File: config.mk
export PLATFORM = sky130hd
export DESIGN_NAME = icache_lce_cmd
export DESIGN_NICKNAME = d
export VERILOG_FILES = /design/src/lce_pkg.sv /design/src/lce_init_sweep.sv /design/src/lce_mem_arbiter.sv /design/src/lce_cmd_handler.sv /design/src/icache_lce_cmd.sv
export VERILOG_INCLUDE_DIRS = /design/src
export SDC_FILE = /design/constraint.sdc
export NUM_CORES = 1
export LEC_CHECK = 0
export BUFFER_PORTS_ARGS = -buffer_cell sky130_fd_sc_hd__buf_2
export CORE_AREA = 2 2 167 169
export CTS_CLUSTER_SIZE = 20
export DETAILED_ROUTE_END_ITERATION = 10
export DIE_AREA = 0 0 169 171
export HOLD_SLACK_MARGIN = 0.12
export PLACE_DENSITY = 0.32
export REMOVE_ABC_BUFFERS = 1
export SYNTH_ARGS = -nofsm -noshare
export SYNTH_HDL_FRONTEND = slang
export SYNTH_SLANG_ARGS = --single-unit
File: constraint.sdc
create_clock -name clk_i -period 1.7 [get_ports clk_i]
set_input_delay 0.255 -clock clk_i [delete_from_list [all_inputs] [get_ports clk_i]]
set_output_delay 0.255 -clock clk_i [all_outputs]
set_load 0.01 [all_outputs]
File: src/lce_params.svh
// instruction cache coherence engine geometry and id widths

`ifndef LCE_PARAMS_SVH
`define LCE_PARAMS_SVH

// cache geometry
`define LCE_SETS 64
`define LCE_ASSOC 8

// address split: tag | index | block offset
`define PADDR_WIDTH 32
`define BLOCK_WIDTH 128
`define BLOCK_OFFSET_WIDTH 4
`define INDEX_WIDTH 6
`define TAG_WIDTH 22
`define WAY_WIDTH 3

// each directory sends one sync before the engine is ready
`define NUM_CCE 2

// id widths on the coherence network
`define CCE_ID_WIDTH 2
`define LCE_ID_WIDTH 4

`endif

File: src/lce_pkg.sv
// types, message encodings and packet formats of the icache coherence engine

`include "lce_params.svh"

package lce_pkg;

  typedef logic [`PADDR_WIDTH-1:0] paddr_t;
  typedef logic [`INDEX_WIDTH-1:0] index_t;
  typedef logic [`TAG_WIDTH-1:0]   tag_t;
  typedef logic [`WAY_WIDTH-1:0]   way_t;
  typedef logic [`BLOCK_WIDTH-1:0] block_t;

  typedef enum logic [1:0] {
    e_coh_invalid   = 2'd0,
    e_coh_shared    = 2'd1,
    e_coh_exclusive = 2'd2,
    e_coh_modified  = 2'd3
  } coh_state_e;

  // commands from the directory
  typedef enum logic [2:0] {
    e_cmd_sync           = 3'd0,
    e_cmd_set_clear      = 3'd1,
    e_cmd_set_tag        = 3'd2,
    e_cmd_set_tag_wakeup = 3'd3,
    e_cmd_invalidate_tag = 3'd4,
    e_cmd_writeback      = 3'd5,
    e_cmd_data           = 3'd6
  } lce_cmd_type_e;

  typedef enum logic [1:0] {
    e_resp_sync_ack = 2'd0,
    e_resp_inv_ack  = 2'd1,
    e_resp_null_wb  = 2'd2
  } lce_resp_type_e;

  typedef enum logic [1:0] {
    e_tag_set_clear  = 2'd0,
    e_tag_invalidate = 2'd1,
    e_tag_set_tag    = 2'd2
  } tag_op_e;

  typedef struct packed {
    lce_cmd_type_e             msg_type;
    logic [`CCE_ID_WIDTH-1:0]  src_id;
    way_t                      way_id;
    coh_state_e                state;
    paddr_t                    addr;
    block_t                    data;
  } lce_cmd_s;

  typedef struct packed {
    logic [`LCE_ID_WIDTH-1:0]  src_id;
    logic [`CCE_ID_WIDTH-1:0]  dst_id;
    lce_resp_type_e            msg_type;
    paddr_t                    addr;
  } lce_resp_s;

  typedef struct packed {
    tag_op_e    opcode;
    index_t     index;
    way_t       way_id;
    coh_state_e state;
    tag_t       tag;
  } tag_mem_pkt_s;

  // data fills always write a whole block
  typedef struct packed {
    index_t index;
    way_t   way_id;
    block_t data;
  } data_mem_pkt_s;

endpackage

File: src/lce_init_sweep.sv
// reset sweep that clears the tag entry of every set once after reset

`timescale 1ns/1ps

`include "lce_params.svh"

module lce_init_sweep (
  input  logic                 clk_i,
  input  logic                 reset_i,
  input  logic                 sweep_ready_i,
  output lce_pkg::tag_mem_pkt_s sweep_pkt_o,
  output logic                 sweep_v_o,
  output logic                 sweep_done_o
);

  import lce_pkg::*;

  // one spare bit so an overrun would be visible
  localparam int CNT_WIDTH = `INDEX_WIDTH + 1;

  logic [CNT_WIDTH-1:0] set_cnt_r;
  logic                 done_r;
  logic                 last_set;

  // offer a clear only while the tag port can take it
  assign sweep_v_o = ~done_r & sweep_ready_i;
  assign last_set  = (set_cnt_r == CNT_WIDTH'(`LCE_SETS - 1));

  always_comb begin
    sweep_pkt_o        = '0;
    sweep_pkt_o.opcode = e_tag_set_clear;
    sweep_pkt_o.index  = set_cnt_r[`INDEX_WIDTH-1:0];
    sweep_pkt_o.state  = e_coh_invalid;
  end

  always_ff @(posedge clk_i) begin
    if (reset_i) begin
      set_cnt_r <= '0;
      done_r    <= 1'b0;
    end else if (sweep_v_o) begin
      set_cnt_r <= set_cnt_r + 1'b1;
      if (last_set) begin
        done_r <= 1'b1;
      end
    end
  end

  assign sweep_done_o = done_r;

  // the walk stops at the last set and never wraps into a second pass
  a_cnt_in_range : assert property (
    @(posedge clk_i) disable iff (reset_i)
    !done_r |-> (set_cnt_r <= CNT_WIDTH'(`LCE_SETS - 1))
  ) else $error("sweep counter passed the last set");

endmodule

File: src/lce_mem_arbiter.sv
// tag port arbiter giving the port to the reset sweep first and the command handler after

`timescale 1ns/1ps

module lce_mem_arbiter (
  input  lce_pkg::tag_mem_pkt_s sweep_pkt_i,
  input  logic                  sweep_v_i,
  input  logic                  sweep_done_i,
  output logic                  sweep_ready_o,

  input  lce_pkg::tag_mem_pkt_s cmd_pkt_i,
  input  logic                  cmd_v_i,
  output logic                  cmd_ready_o,

  output lce_pkg::tag_mem_pkt_s tag_mem_pkt_o,
  output logic                  tag_mem_pkt_v_o,
  input  logic                  tag_mem_pkt_ready_i
);

  import lce_pkg::*;

  tag_mem_pkt_s sel_pkt;
  logic         sel_v;

  // ownership never returns to the sweep since done is sticky
  always_comb begin
    if (sweep_done_i) begin
      sel_pkt = cmd_pkt_i;
      sel_v   = cmd_v_i;
    end else begin
      sel_pkt = sweep_pkt_i;
      sel_v   = sweep_v_i;
    end
  end

  assign tag_mem_pkt_o   = sel_pkt;
  assign tag_mem_pkt_v_o = sel_v;

  // only the owner sees the memory ready
  assign sweep_ready_o = ~sweep_done_i & tag_mem_pkt_ready_i;
  assign cmd_ready_o   = sweep_done_i & tag_mem_pkt_ready_i;

  // a handler packet before done would be dropped silently
  always_comb begin
    a_no_cmd_before_done : assert (!(cmd_v_i && (sweep_done_i == 1'b0)))
      else $error("command packet offered during the reset sweep");
  end

endmodule

File: src/lce_cmd_handler.sv
// command decoder of the icache coherence engine with reset, sync and ready modes

`timescale 1ns/1ps

`include "lce_params.svh"

module lce_cmd_handler (
  input  logic                      clk_i,
  input  logic                      reset_i,
  input  logic [`LCE_ID_WIDTH-1:0]  lce_id_i,
  input  lce_pkg::paddr_t           miss_addr_i,
  input  logic                      sweep_done_i,

  input  lce_pkg::lce_cmd_s         lce_cmd_i,
  input  logic                      lce_cmd_v_i,
  output logic                      lce_cmd_yumi_o,

  output lce_pkg::tag_mem_pkt_s     cmd_pkt_o,
  output logic                      cmd_v_o,
  input  logic                      tag_ready_i,

  output lce_pkg::data_mem_pkt_s    data_mem_pkt_o,
  output logic                      data_mem_pkt_v_o,
  input  logic                      data_mem_pkt_ready_i,

  output lce_pkg::lce_resp_s        lce_resp_o,
  output logic                      lce_resp_v_o,
  input  logic                      lce_resp_yumi_i,

  output logic                      lce_ready_o,
  output logic                      set_tag_received_o,
  output logic                      set_tag_wakeup_received_o,
  output logic                      cce_data_received_o,
  output logic                      cache_req_complete_o
);

  import lce_pkg::*;

  localparam int SYNC_CNT_WIDTH = $clog2(`NUM_CCE + 1);

  typedef enum logic [1:0] {
    e_mode_reset         = 2'd0,
    e_mode_uncached_only = 2'd1,
    e_mode_ready         = 2'd2
  } lce_mode_e;

  lce_mode_e                 mode_r, mode_n;
  logic [SYNC_CNT_WIDTH-1:0] sync_cnt_r, sync_cnt_n;
  logic                      inv_flag_r, inv_flag_n;

  index_t cmd_index;
  tag_t   cmd_tag;
  index_t miss_index;
  logic   resp_take;

  function automatic tag_mem_pkt_s build_tag_pkt(
    input tag_op_e    op,
    input index_t     idx,
    input way_t       way,
    input coh_state_e st,
    input tag_t       tag
  );
    tag_mem_pkt_s pkt;
    pkt.opcode = op;
    pkt.index  = idx;
    pkt.way_id = way;
    pkt.state  = st;
    pkt.tag    = tag;
    return pkt;
  endfunction

  assign cmd_index  = lce_cmd_i.addr[`BLOCK_OFFSET_WIDTH +: `INDEX_WIDTH];
  assign cmd_tag    = lce_cmd_i.addr[`BLOCK_OFFSET_WIDTH + `INDEX_WIDTH +: `TAG_WIDTH];
  assign miss_index = miss_addr_i[`BLOCK_OFFSET_WIDTH +: `INDEX_WIDTH];
  assign resp_take  = lce_resp_v_o & lce_resp_yumi_i;

  // ready follows the sticky done flag a cycle ahead of the mode register
  assign lce_ready_o = sweep_done_i;

  always_comb begin
    mode_n     = mode_r;
    sync_cnt_n = sync_cnt_r;
    inv_flag_n = inv_flag_r;

    lce_cmd_yumi_o   = 1'b0;
    cmd_pkt_o        = '0;
    cmd_v_o          = 1'b0;
    data_mem_pkt_o   = '0;
    data_mem_pkt_v_o = 1'b0;

    lce_resp_o          = '0;
    lce_resp_o.src_id   = lce_id_i;
    lce_resp_o.dst_id   = lce_cmd_i.src_id;
    lce_resp_o.addr     = lce_cmd_i.addr;
    lce_resp_v_o        = 1'b0;

    set_tag_received_o        = 1'b0;
    set_tag_wakeup_received_o = 1'b0;
    cce_data_received_o       = 1'b0;
    cache_req_complete_o      = 1'b0;

    case (mode_r)
      e_mode_reset: begin
        if (sweep_done_i) begin
          mode_n = e_mode_uncached_only;
        end
      end

      e_mode_uncached_only: begin
        if (lce_cmd_i.msg_type == e_cmd_set_clear) begin
          cmd_pkt_o = build_tag_pkt(e_tag_set_clear, cmd_index, '0, e_coh_invalid, '0);
          cmd_v_o        = lce_cmd_v_i & tag_ready_i;
          lce_cmd_yumi_o = cmd_v_o;
        end else if (lce_cmd_i.msg_type == e_cmd_sync) begin
          lce_resp_o.msg_type = e_resp_sync_ack;
          lce_resp_o.addr     = '0;
          lce_resp_v_o        = lce_cmd_v_i;
          lce_cmd_yumi_o      = resp_take;
          // last directory synced, leave for ready
          if (resp_take) begin
            if (sync_cnt_r == SYNC_CNT_WIDTH'(`NUM_CCE - 1)) begin
              mode_n     = e_mode_ready;
              sync_cnt_n = '0;
            end else begin
              sync_cnt_n = sync_cnt_r + 1'b1;
            end
          end
        end
      end

      e_mode_ready: begin
        case (lce_cmd_i.msg_type)
          e_cmd_writeback: begin
            lce_resp_o.msg_type = e_resp_null_wb;
            lce_resp_v_o        = lce_cmd_v_i;
            lce_cmd_yumi_o      = resp_take;
          end

          e_cmd_set_tag, e_cmd_set_tag_wakeup: begin
            cmd_pkt_o = build_tag_pkt(e_tag_set_tag, cmd_index, lce_cmd_i.way_id,
                                      lce_cmd_i.state, cmd_tag);
            cmd_v_o        = lce_cmd_v_i & tag_ready_i;
            lce_cmd_yumi_o = cmd_v_o;
            if (lce_cmd_i.msg_type == e_cmd_set_tag) begin
              set_tag_received_o = cmd_v_o;
            end else begin
              set_tag_wakeup_received_o = cmd_v_o;
              cache_req_complete_o      = cmd_v_o;
            end
          end

          e_cmd_invalidate_tag: begin
            cmd_pkt_o = build_tag_pkt(e_tag_invalidate, cmd_index, lce_cmd_i.way_id,
                                      e_coh_invalid, '0);
            // tag write goes out once, the flag then holds the ack
            cmd_v_o             = lce_cmd_v_i & tag_ready_i & ~inv_flag_r;
            lce_resp_o.msg_type = e_resp_inv_ack;
            lce_resp_v_o        = inv_flag_r | cmd_v_o;
            lce_cmd_yumi_o      = resp_take;
            inv_flag_n          = ~resp_take & (inv_flag_r | cmd_v_o);
          end

          e_cmd_data: begin
            // fill lands in the set of the outstanding miss
            cmd_pkt_o = build_tag_pkt(e_tag_set_tag, miss_index, lce_cmd_i.way_id,
                                      lce_cmd_i.state, cmd_tag);
            data_mem_pkt_o.index  = miss_index;
            data_mem_pkt_o.way_id = lce_cmd_i.way_id;
            data_mem_pkt_o.data   = lce_cmd_i.data;
            cmd_v_o          = lce_cmd_v_i & tag_ready_i & data_mem_pkt_ready_i;
            data_mem_pkt_v_o = cmd_v_o;
            lce_cmd_yumi_o       = cmd_v_o;
            cce_data_received_o  = cmd_v_o;
            set_tag_received_o   = cmd_v_o;
            cache_req_complete_o = cmd_v_o;
          end

          e_cmd_set_clear: begin
            cmd_pkt_o = build_tag_pkt(e_tag_set_clear, cmd_index, '0, e_coh_invalid, '0);
            cmd_v_o        = lce_cmd_v_i & tag_ready_i;
            lce_cmd_yumi_o = cmd_v_o;
          end

          default: begin
          end
        endcase
      end

      default: begin
      end
    endcase
  end

  always_ff @(posedge clk_i) begin
    if (reset_i) begin
      mode_r     <= e_mode_reset;
      sync_cnt_r <= '0;
      inv_flag_r <= 1'b0;
    end else begin
      mode_r     <= mode_n;
      sync_cnt_r <= sync_cnt_n;
      inv_flag_r <= inv_flag_n;
    end
  end

  a_yumi_needs_valid : assert property (
    @(posedge clk_i) disable iff (reset_i)
    lce_cmd_yumi_o |-> lce_cmd_v_i
  ) else $error("command consumed without a valid command");

  a_fill_only_when_ready : assert property (
    @(posedge clk_i) disable iff (reset_i)
    data_mem_pkt_v_o |-> (mode_r == e_mode_ready)
  ) else $error("data fill issued outside ready mode");

endmodule

File: src/icache_lce_cmd.sv
// icache coherence engine command side, joining sweep, handler and tag port arbiter

`timescale 1ns/1ps

`include "lce_params.svh"

module icache_lce_cmd (
  input  logic                      clk_i,
  input  logic                      reset_i,
  input  logic [`LCE_ID_WIDTH-1:0]  lce_id_i,
  input  lce_pkg::paddr_t           miss_addr_i,

  input  lce_pkg::lce_cmd_s         lce_cmd_i,
  input  logic                      lce_cmd_v_i,
  output logic                      lce_cmd_yumi_o,

  output lce_pkg::tag_mem_pkt_s     tag_mem_pkt_o,
  output logic                      tag_mem_pkt_v_o,
  input  logic                      tag_mem_pkt_ready_i,

  output lce_pkg::data_mem_pkt_s    data_mem_pkt_o,
  output logic                      data_mem_pkt_v_o,
  input  logic                      data_mem_pkt_ready_i,

  output lce_pkg::lce_resp_s        lce_resp_o,
  output logic                      lce_resp_v_o,
  input  logic                      lce_resp_yumi_i,

  output logic                      lce_ready_o,
  output logic                      set_tag_received_o,
  output logic                      set_tag_wakeup_received_o,
  output logic                      cce_data_received_o,
  output logic                      cache_req_complete_o
);

  import lce_pkg::*;

  tag_mem_pkt_s sweep_pkt;
  logic         sweep_v;
  logic         sweep_ready;
  logic         sweep_done;

  tag_mem_pkt_s cmd_pkt;
  logic         cmd_v;
  logic         cmd_ready;

  lce_init_sweep sweep_i (
    .clk_i         (clk_i),
    .reset_i       (reset_i),
    .sweep_ready_i (sweep_ready),
    .sweep_pkt_o   (sweep_pkt),
    .sweep_v_o     (sweep_v),
    .sweep_done_o  (sweep_done)
  );

  lce_cmd_handler handler_i (
    .clk_i                     (clk_i),
    .reset_i                   (reset_i),
    .lce_id_i                  (lce_id_i),
    .miss_addr_i               (miss_addr_i),
    .sweep_done_i              (sweep_done),
    .lce_cmd_i                 (lce_cmd_i),
    .lce_cmd_v_i               (lce_cmd_v_i),
    .lce_cmd_yumi_o            (lce_cmd_yumi_o),
    .cmd_pkt_o                 (cmd_pkt),
    .cmd_v_o                   (cmd_v),
    .tag_ready_i               (cmd_ready),
    .data_mem_pkt_o            (data_mem_pkt_o),
    .data_mem_pkt_v_o          (data_mem_pkt_v_o),
    .data_mem_pkt_ready_i      (data_mem_pkt_ready_i),
    .lce_resp_o                (lce_resp_o),
    .lce_resp_v_o              (lce_resp_v_o),
    .lce_resp_yumi_i           (lce_resp_yumi_i),
    .lce_ready_o               (lce_ready_o),
    .set_tag_received_o        (set_tag_received_o),
    .set_tag_wakeup_received_o (set_tag_wakeup_received_o),
    .cce_data_received_o       (cce_data_received_o),
    .cache_req_complete_o      (cache_req_complete_o)
  );

  lce_mem_arbiter arbiter_i (
    .sweep_pkt_i         (sweep_pkt),
    .sweep_v_i           (sweep_v),
    .sweep_done_i        (sweep_done),
    .sweep_ready_o       (sweep_ready),
    .cmd_pkt_i           (cmd_pkt),
    .cmd_v_i             (cmd_v),
    .cmd_ready_o         (cmd_ready),
    .tag_mem_pkt_o       (tag_mem_pkt_o),
    .tag_mem_pkt_v_o     (tag_mem_pkt_v_o),
    .tag_mem_pkt_ready_i (tag_mem_pkt_ready_i)
  );

endmodule

# After elaboration in Yosys (flattened, before gate mapping)
# Index checks and enable logic that the tools add are counted.
# word_totals
reg_bits	13
output_inout_bits	221
# op_classes
addsub	2
n_eq_ne	15
mux	40
n_bitwise	13
reduce_logical	10
# ops
op	count
$mux 137	2
$pmux 35 s4	1
$pmux 35 s2	1
$mux 32	2
$mux 35	1
$mux 34	1
$mux 33	1
$mux 1	14
$mux 2	6
$pmux 1 s2	6
$pmux 2 s2	3
$eq 3x3->1 const B	3
$and 1x1->1	8
$add 7x1->7 const B	1
$eq 7x6->1 const B	1
$eq 3x2->1 const B	2
$ne 2x1->1 const B	3
$pmux 1 s3	2
$reduce_and 6->1	1
$eq 2x1->1 const B	2
$ne 2x2->1 const B	2
$not 1->1	4
$reduce_and 2->1	2
$reduce_and 4->1	1
other kinds (9)	10

# Logic depth before layout (Yosys ltp)
# Gate-level depths: netlist of run 1.
# logic_depth
depth_word	11
depth_mapped	7

# Hierarchy
# From an unflattened synthesis of run 1, not the netlist that was laid out.
# unflattened
cells_unflattened	428
hier_area_um2	3195.6
# modules_own_cells
mod	n_inst	cells_each	area_each_um2	seq_area_each_um2
lce_cmd_handler	1	310	2039.5	100.1
lce_init_sweep	1	76	631.9	160.2
lce_mem_arbiter	1	42	524.3	0.0

# Worst setup path before layout of run 1
# No wires, ideal clock.
# synth_timing
path_type	reg-to-output
start	reg handler_i.mode_r[1]
end	out tag_mem_pkt_o[10] in the netlist's numbering
arrival_time_ns	1.543
required_ns	1.445
slack_ns	-0.098
stages_incl_launch_ff	7
path_cell_list	dfxtp_1 inv_1 ha_1 nand3_1 nor3_2 clkbuf_1 and2_1
# synth_rtl
element	line	rtl
start: declaration	lce_cmd_handler.sv:47	lce_mode_e mode_r, mode_n;
start signal: assignment	lce_cmd_handler.sv:196	mode_r <= e_mode_reset;
start signal: assignment	lce_cmd_handler.sv:200	mode_r <= mode_n;
end: declaration	icache_lce_cmd.sv:17	output lce_pkg::tag_mem_pkt_s tag_mem_pkt_o,

==> results of run 1 <==
-- state kept, by name, indices dropped and copies added, names as in the netlist --
| name | flops |
|---|---|
| handler_i.inv_flag_r | 1 |
| handler_i.mode_r | 2 |
| handler_i.sync_cnt_r | 2 |
| sweep_i.set_cnt_r | 7 |
| sweep_i.sweep_done_o | 1 |
-- worst max-delay path, cell delays in order (launching register included) --
cell	delay, ns
dfxtp_2	0.33
inv_4	0.08
ha_4	0.13
nand3b_1	0.13
nor2_4	0.14
buf_12	0.13
buf_12	0.15
clkbuf_16	0.17
and2_1	0.13
buf_2	0.13
-- report_power, final --
| group | switching (mW) | internal (mW) | leakage (nW) | total (mW) |
|---|---|---|---|---|
| Combinational | 0.194 | 0.234 | 3.31 | 0.428 |
| Clock | 0.137 | 0.317 | 0.0382 | 0.454 |
| Sequential | 0.00361 | 0.309 | 0.106 | 0.313 |
-- final timing paths --
| path | start | endpoint | depth (start not counted) |
|---|---|---|---|
| worst min-delay path | lce_resp_yumi_i | handler_i.inv_flag_r | 2 |
| worst min register to register | handler_i.sync_cnt_r[1] | handler_i.sync_cnt_r[1] | 1 |
| worst max-delay path | handler_i.mode_r[0] | data_mem_pkt_o[16] | 9 |
| worst max register to register | handler_i.mode_r[0] | handler_i.sync_cnt_r[0] | 9 |
-- cell families after synthesis --
family	count (synthesis)	synth area share [%]
buf+inv	45	8.64
mux	3	1.28
simple gates	251	63.1
compound gates	45	12.5
flops	13	10.6
fa+ha+maj	4	2.05
xor+xnor	5	1.79
-- layout make-up --
cell class / count / area (um2)
multi-input cells: 308 / 2390
flip-flops and latches: 13 / 265
diodes: 1 / 2.50
well taps: 346 / 433
inverters: 11 / 46.3
clock buffers: 4 / 78.8
fillers: 3056 / 20800
repair buffers: 460 / 3350
-- routing by layer --
metal	GRT usage, %	part of all wire [%]
met3	5.48	12
met1	13.7	39
met4	1.41	1.5
met2	22.0	48
met5	0	0
-- placed cells by master (no fill, tap or decap), types with 3 or more instances in the layout --
cell type	count
a21oi_1	6
a31oi_1	5
and2_1	89
and2_4	69
and2b_1	3
and3_4	3
buf_12	12
buf_2	308
buf_4	31
buf_6	96
buf_8	7
clkbuf_16	9
dfxtp_1	11
ha_4	3
inv_1	8
nand2_1	10
nand2_2	4
nand3b_1	6
nor2_1	12
nor2b_1	30
nor2b_4	3
nor3_1	3
o21ai_0	9
o21ai_1	3
o21ai_2	5
xnor2_1	3
-- per-stage QoR --
step           hold slack, ns  worst slack [ns]
2_1_floorplan           0.324             -2.60
3_3_place_gp            0.461            -0.154
3_5_place_dp            0.466            -0.160
4_1_cts                 0.328            -0.341
5_1_grt                 0.323            -0.435
6_report                0.323            -0.335
-- what timing repair did --
action | in CTS | in global routing
setup endpoints to repair | 216 | 215
hold endpoints to repair | 0 | 0
pin swaps | 21 | 47
gates cloned | 4 | 7
resized for setup | 106 | 149
setup buffers | 13 | 10
==> impl_metrics.json, run 1 <==
{
  "status": "finished with violations",
  "violations": "setup timing",
  "yosys.area.top_type": "and2_1",
  "yosys_warnings": 0,
  "die_x_um": 169,
  "crit_arrival_ns": 1.78,
  "grt_pass1_vias": 3995,
  "rows": 61,
  "via_per_inst": 3.67,
  "grt_setup_unrepaired": "yes",
  "cts_inserted_buffers": 3,
  "grt_usage_pct": 12.2,
  "synth_seq_cells": 13,
  "synth.most_common_cell": "and2_1",
  "place_congestion": 0.759,
  "antenna_found_initial": 1,
  "crit_path_max_fanout": 14,
  "synth_ff_type": "dfxtp_1",
  "ys_top_cells_by_count": "and2_1 (158), nor2b_1 (34), clkbuf_1 (21), o21ai_0 (17), nand2_1 (15)",
  "clock-skew-final_ns": 0.00124,
  "dp.cells": 1109,
  "hold_viol_final": 0,
  "r2r_setup_slack_ns": -0.17,
  "post-route-drc-count": 0,
  "design.die.area_um2": 28900,
  "synth_cells": 366,
  "setup_viol": 216,
  "htreeDepth": 1,
  "maxCapViolations": 0,
  "ioPinCount": 433,
  "setup_tns_ns": -54.72,
  "start_util_pct": 8.95,
  "synthesis.area_um2": 2450,
  "grt_pass1_wl_um": 26300,
  "placed_cell_area_um2": 5070,
  "core_um2": 27300,
  "startpoint_type": "flip-flop",
  "grt_max_degree": 29,
  "final_antenna_net_count": 0,
  "hold_buffers": 0,
  "finalCritPeriodShare_pct": 120,
  "grt_overflow": 0,
  "hp-class": "primary input to flip-flop",
  "clkTransAtPathRegs_ns": 0.05,
  "worst-setup-path-type": "flip-flop to primary output",
  "drt_iter0_drc": 103,
  "die_h_um": 171,
  "power.density_nw_per_um2": 182,
  "slew_violations": 0,
  "power_mw": 1.19,
  "final.min_clock_period_ns": 2.04,
  "nNetsFinal": 1013,
  "slew_headroom_pct": 78.0,
  "portBuffers": 394,
  "setup_slack_ns": -0.335,
  "vias": 4195,
  "wire_per_inst_um": 17.9,
  "cp-end-kind": "primary output",
  "tightestPinTransition_ns": 0.327,
  "cts_tree": "done",
  "synth.distinct_cells": 44,
  "post-route-cell-area_um2": 6570,
  "clk-insertion-delay-late_ns": 0.24,
  "async_reset_ff_share_pct": 0,
  "synth.area.top_cells": "and2_1 (40%), dfxtp_1 (11%), nor2b_1 (8.7%)",
  "syn-mean-instance-area_um2": 6.68,
  "cp.required_ns": 1.44,
  "max_freq_mhz": 491,
  "worst_ir_drop_vdd_v": 0.000213,
  "cts_sinks": 13,
  "drtPass1Iterations": 4,
  "final_layout_size_suffix_gt1_share_pct": 72.6,
  "ys_seq_area_share_pct": 10.6,
  "area_growth_pct": 169,
  "synth_edf_count": 0,
  "wl_um": 20500,
  "leakagePower_nw": 3.45,
  "dp_hpwl_um": 16300,
  "clockBufferDepth": 2,
  "synth_top_cell_area_share_pct": 40.4,
  "fin_cells": 1143,
  "clockRootBuffer": "clkbuf_16",
  "postLayoutCoreUtil_pct": 24.0
}
(Power assumes the default switching activity.)
==> run 2: changes to the inputs <==
Settings changed: PLACE_DENSITY 0.32 to 0.35, SYNTH_HIERARCHICAL from default to 1.
==> run 2 against run 1 <==
  * Die area unchanged
  * Worst setup slack got worse by 0.14 ns
  * Wire length shrank 2.9%
  * Clock skew barely moved
  * Combinational power rose by 27%
  * Maximum frequency fell by 6.2%
  * The run still ends with setup timing left
  * First-iteration DRC count fell by 30%
  * Hold slack lost 0.099 ns
  * Global-route usage is 0.35 points lower
  * Critical path type unchanged
  * Clock power is 2% lower
  * Sequential share of layout area decreased by 0.48 points
==> impl_metrics.json, run 2 <==
{
  "status": "finished with violations",
  "violations": "setup timing",
  "grt_setup_unrepaired": "yes",
  "crit_path_cell_trace": "inv_2, ha_4, nand3b_1, buf_4, a21oi_4, o21a_1, o21a_1, mux2_4, buf_6",
  "synth_top_cell_area_share_pct": 32.5,
  "final_common_cell": "buf_2",
  "clockRootBuffer": "clkbuf_16",
  "grt_pass1_vias": 4121,
  "cp-endpoint": "tag_mem_pkt_o[27]",
  "yosys.area.top_type": "and2_1",
  "multi_input_area_um2": 2950,
  "setup_slack_ns": -0.470,
  "wl_met3_um": 1390,
  "num-fill-cells": 2980,
  "crit_path_max_fanout": 6,
  "maxCapViolations": 0,
  "portBuffers": 394,
  "die_h_um": 171,
  "cpPeakStageDelay_ns": 0.33,
  "cts_tree": "done",
  "yosys_warnings": 6,
  "wl_um": 19900,
  "via_per_inst": 3.60,
  "dp_hpwl_um": 16100,
  "final_cell_mix": "buf_2 (269), buf_6 (146), and2_4 (107)",
  "ys_top_cells_by_count": "and2_1 (166), buf_4 (46), nor2b_1 (34), mux2_2 (20), mux2_4 (18)",
  "worst-setup-path-type": "flip-flop to primary output",
  "clockBufferDepth": 2,
  "worst_ir_drop_vdd_v": 0.000214,
  "top_register": "sweep_i/set_cnt_r",
  "clk-insertion-delay-late_ns": 0.24,
  "synth_cells": 428,
  "power_mw": 1.31,
  "post-route-drc-count": 0,
  "synth_seq_cells": 13,
  "cpMaxStageDelayCell": "dfxtp_2",
  "final_layout_size_suffix_gt1_share_pct": 76.7,
  "synth.distinct_cells": 43,
  "slew_violations": 0,
  "placed_cell_area_um2": 5610,
  "r2r_cells": 11,
  "grt_usage_pct": 11.9,
  "vias": 4334,
  "start_util_pct": 11.7,
  "synthesis.area_um2": 3200,
  "met2WireLength_um": 10500,
  "hold_buffers": 0,
  "final.min_clock_period_ns": 2.17,
  "crit_arrival_ns": 1.92,
  "die_x_um": 169,
  "regArea_um2": 267,
  "design.die.area_um2": 28900,
  "cp_common_cell": "o21a_1",
  "timing.rr.start": "handler_i/mode_r[1]",
  "grt_overflow": 0,
  "wire_per_inst_um": 16.5,
  "hold_slack_ns": 0.224,
  "nNetsFinal": 1074,
  "finalCritPeriodShare_pct": 128,
  "synth_ff_type": "dfxtp_1",
  "reg2reg_to": "handler_i/sync_cnt_r[0]",
  "htreeDepth": 1,
  "cp.required_ns": 1.44,
  "clock-skew-final_ns": 0.000899,
  "ys_seq_area_share_pct": 8.14,
  "final_antenna_net_count": 0,
  "synth.area.top_cells": "and2_1 (32%), buf_4 (11%), mux2_4 (8.5%)",
  "syn-mean-instance-area_um2": 7.47,
  "core_um2": 27300,
  "top_layer_used": "met5",
  "power.density_nw_per_um2": 174,
  "cts_sinks": 13,
  "grt_max_degree": 28,
  "post-route-cell-area_um2": 7490,
  "setup_viol": 216,
  "grt_pass1_wl_um": 25900,
  "antenna_found_initial": 4,
  "setup_tns_ns": -72.10,
  "cts_inserted_buffers": 3,
  "leakagePower_nw": 3.84,
  "startpoint": "handler_i/mode_r[0]",
  "hold_viol_final": 0,
  "cp-end-kind": "primary output",
  "r2r_setup_slack_ns": -0.30,
  "routedLengthMet1_um": 7860,
  "largest_reg_flops": 7,
  "drt_iter0_drc": 72,
  "synth.most_common_cell": "and2_1",
  "clkTransAtPathRegs_ns": 0.05,
  "synth_edf_count": 0,
  "hp-class": "primary input to flip-flop",
  "place_congestion": 0.771,
  "ioPinCount": 433,
  "drtPass1Iterations": 4,
  "largest_registers": "sweep_i/set_cnt_r x7, handler_i/mode_r x2, handler_i/sync_cnt_r x2",
  "rows": 61,
  "max_freq_mhz": 461,
  "startpoint_type": "flip-flop",
  "async_reset_ff_share_pct": 0,
  "postLayoutCoreUtil_pct": 27.4,
  "area_growth_pct": 134
}
-- run 2: per-layer routing --
| layer | GRT usage [%] | vias to the layer above |
|---|---|---|
| li1 | - | 2164 |
| met1 | 13.7 | 1964 |
| met2 | 22.8 | 196 |
| met3 | 2.98 | 8 |
| met4 | 0.818 | 2 |
| met5 | 0 | - |
-- run 2: final cells by class --
type                       instances  share of cell area, %
inverter                           5                  0.250
antenna                            2                 0.0668
timing repair buffer             471                   49.9
multi-input combinational        364                   39.4
tap                              346                   5.78
sequential                        13                   3.56
clock buffer                       4                   1.05
-- run 2: cells by family (layout without fill, tap and decap cells) --
kind of cell	after synthesis	after routing	synth area share (%)
AOI/OAI and AO/OA	36	36	7.36
xor gates and xnor gates	3	3	0.822
adders and majority gates	4	4	1.57
buffers and inverters	80	480	16.7
DFF	13	13	8.14
muxes	39	39	15.8
other	1	31	0.117
and+or+nand+nor	252	253	49.5
-- run 2: what timing repair did --
action                                  4_1_cts  5_1_grt
pin swaps                                    47       78
buffers inserted                             13       16
gates resized for setup                     128      218
endpoints found under the setup margin      218      219
gates cloned                                  8        7
-- run 2: per-stage QoR --
step / std cells / setup WS [ns]
floorplan: 381 / -1.64
global placement: 1167 / -0.463
detailed placement: 1167 / -0.512
CTS: 1192 / -0.478
global route: 1204 / -0.559
finish: 1205 / -0.470
-- run 2: critical path, delay by kind of cell, from the launching register on --
kind,cells,cell delay (ns)
DFF,1,0.33
AOI/OAI and AO/OA,3,0.45
buffers and inverters,3,0.32
and+or+nand+nor,1,0.15
muxes,1,0.26
adders and majority gates,1,0.16
-- run 2: worst min-delay path by stage --
stage	slack [ns]	cells after the start	startpoint	endpoint
floorplan	0.32	1	reset_i	handler_i/mode_r[1]
global placement	0.44	2	handler_i/sync_cnt_r[1]	handler_i/sync_cnt_r[1]
detailed placement	0.44	2	handler_i/sync_cnt_r[1]	handler_i/sync_cnt_r[1]
CTS	0.22	2	lce_resp_yumi_i	handler_i/inv_flag_r
global route	0.23	2	lce_resp_yumi_i	handler_i/inv_flag_r
finish	0.22	2	lce_resp_yumi_i	handler_i/inv_flag_r
-- run 2: power by group --
part           switching (mW)  internal (mW)
combinational           0.229          0.314
sequential            0.00809          0.309
clock                   0.130          0.317
total                   0.367          0.940
==> run 3: changes to the inputs <==
Settings changed: SETUP_SLACK_MARGIN from default to 0.4.
==> run 3 against run 2 <==
  * The flow still finishes with violations (setup timing)
  * Sequential share of layout area fell by 0.24 points
  * Die area is the same
  * Final cell count is 1.3% higher
  * Via count grew 2.7%
  * Non-clock buffer count rose by 16
  * Sequential power about the same
  * Wire length increased by 2.6%
  * Critical path depth stayed put
  * Clock skew about the same
==> impl_metrics.json, run 3 (synthesis gave the netlist of run 2 again) <==
{
  "status": "finished with violations",
  "violations": "setup timing",
  "post-route-drc-count": 0,
  "setup_viol": 216,
  "largest_reg_flops": 7,
  "power_frac_comb_pct": 42.3,
  "leakagePower_nw": 4.03,
  "via_per_inst": 3.64,
  "final_layout_size_suffix_gt1_share_pct": 80.3,
  "maxCapViolations": 0,
  "power.switching_uw": 371,
  "die_x_um": 169,
  "pwr-share-clk_pct": 33.6,
  "setup_slack_ns": -0.460,
  "swShare_pct": 28.1,
  "core_um2": 27300,
  "dp.cells": 1167,
  "clockRootBuffer": "clkbuf_16",
  "cp-end-kind": "primary output",
  "final_common_cell": "buf_2",
  "ioPinCount": 433,
  "intPower_uw": 949,
  "max_freq_mhz": 463,
  "grt_pass1_wl_um": 26300,
  "finalCritPeriodShare_pct": 127,
  "startpoint_type": "flip-flop",
  "nNetsFinal": 1090,
  "hp-class": "primary input to flip-flop",
  "top_register": "sweep_i/set_cnt_r",
  "clockBufferDepth": 2,
  "final_cell_mix": "buf_2 (244), buf_6 (177), and2_4 (133)",
  "final_antenna_net_count": 0,
  "slew_violations": 0,
  "place_congestion": 0.771,
  "portBuffers": 394,
  "drtPass1Iterations": 4,
  "drt_iter0_drc": 64,
  "cp.required_ns": 1.44,
  "grt_setup_unrepaired": "yes",
  "crit_path_max_fanout": 6,
  "grt_overflow": 0,
  "grt_usage_pct": 12.0,
  "wl_um": 20400,
  "cts_inserted_buffers": 3,
  "htreeDepth": 1,
  "largest_registers": "sweep_i/set_cnt_r x7, handler_i/mode_r x2, handler_i/sync_cnt_r x2",
  "postLayoutCoreUtil_pct": 29.4,
  "rows": 61,
  "clk-insertion-delay-late_ns": 0.24,
  "min_path_cells": 2,
  "seqPwrFrac_pct": 24.1,
  "hold-path-endpoint": "handler_i/inv_flag_r",
  "min-delay-start": "lce_resp_yumi_i",
  "fin_cells": 1221,
  "r2r_setup_slack_ns": -0.29,
  "grt_max_degree": 28,
  "area_growth_pct": 151,
  "dp_hpwl_um": 16100,
  "power_mw": 1.32,
  "die_h_um": 171,
  "vias": 4449,
  "cts_tree": "done",
  "start_util_pct": 11.7,
  "cts_sinks": 13,
  "final.min_clock_period_ns": 2.16,
  "r2r_cells": 11,
  "clock-skew-final_ns": 0.000853,
  "grt_pass1_vias": 4223,
  "reg2reg_to": "handler_i/sync_cnt_r[0]",
  "antenna_found_initial": 4,
  "timing.rr.start": "handler_i/mode_r[1]",
  "power.density_nw_per_um2": 164,
  "worst_ir_drop_vdd_v": 0.000218,
  "preCtsSetupSlack_ns": -0.512,
  "crit_arrival_ns": 1.91,
  "clkTransAtPathRegs_ns": 0.05,
  "design.die.area_um2": 28900,
  "hold_viol_final": 0,
  "wire_per_inst_um": 16.7,
  "startpoint": "handler_i/mode_r[0]",
  "worst-setup-path-type": "flip-flop to primary output"
}
run 3: critical path, stage by stage, from the launching register on:
cell and delay (ns):
dfxtp_2 0.33, inv_2 0.05, ha_4 0.16, nand3b_1 0.15, buf_4 0.15, a21oi_4 0.08, o21a_1 0.19, o21a_1 0.17
mux2_4 0.26, buf_6 0.12
run 3: power groups by stage:
| stage | Combinational (mW) | Clock (mW) | Sequential, mW |
|---|---|---|---|
| global placement | 0.503 | 0 | 0.325 |
| floorplan | 0.157 | 0 | 0.322 |
| CTS | 0.522 | 0.460 | 0.317 |
| global route | 0.606 | 0.480 | 0.318 |
| detailed placement | 0.502 | 0 | 0.325 |
| finish | 0.558 | 0.444 | 0.318 |
run 3: repair_timing:
action / in CTS / in global routing
gates cloned: 11 / 6
gates resized for setup: 185 / 227
endpoints found under the setup margin: 227 / 228
pin swaps: 63 / 96
hold buffers: 0 / 0
setup buffers: 20 / 11
run 3: worst max path at each step:
| stage | slack, ns | cells past startpoint | end |
|---|---|---|---|
| 2_1_floorplan | -1.64 | 6 | cache_req_complete_o |
| 3_3_place_gp | -0.46 | 7 | tag_mem_pkt_o[20] |
| 3_5_place_dp | -0.51 | 7 | tag_mem_pkt_o[20] |
| 4_1_cts | -0.48 | 9 | tag_mem_pkt_o[25] |
| 5_1_grt | -0.55 | 9 | tag_mem_pkt_o[27] |
| 6_report | -0.46 | 9 | tag_mem_pkt_o[28] |
run 3: routing by layer:
layer	vias to the layer above	part of all wire [%]	track usage, %
met5	-	0.064	0
met4	2	0.40	0.818
met3	8	7.1	2.96
met2	204	53	23.3
met1	2036	39	13.8
li1	2199	-	-
run 3: through the flow:
step | hold WS, ns | setup TNS [ns] | area [um2]
global route | 0.226 | -91.85 | 8030
detailed placement | 0.442 | -52.58 | 5610
CTS | 0.221 | -73.48 | 6840
floorplan | 0.324 | -221.91 | 2790
global placement | 0.444 | -53.13 | 5610
finish | 0.225 | -72.03 | 8040
run 3: area by class of cell:
class,instances,area [um2]
multi-input cells,364,3040
repair buffers,487,4190
clock buffers,4,78.8
fillers,2949,19300
flip-flops and latches,13,267
diodes,2,5.00
well taps,346,433
inverters,5,18.8
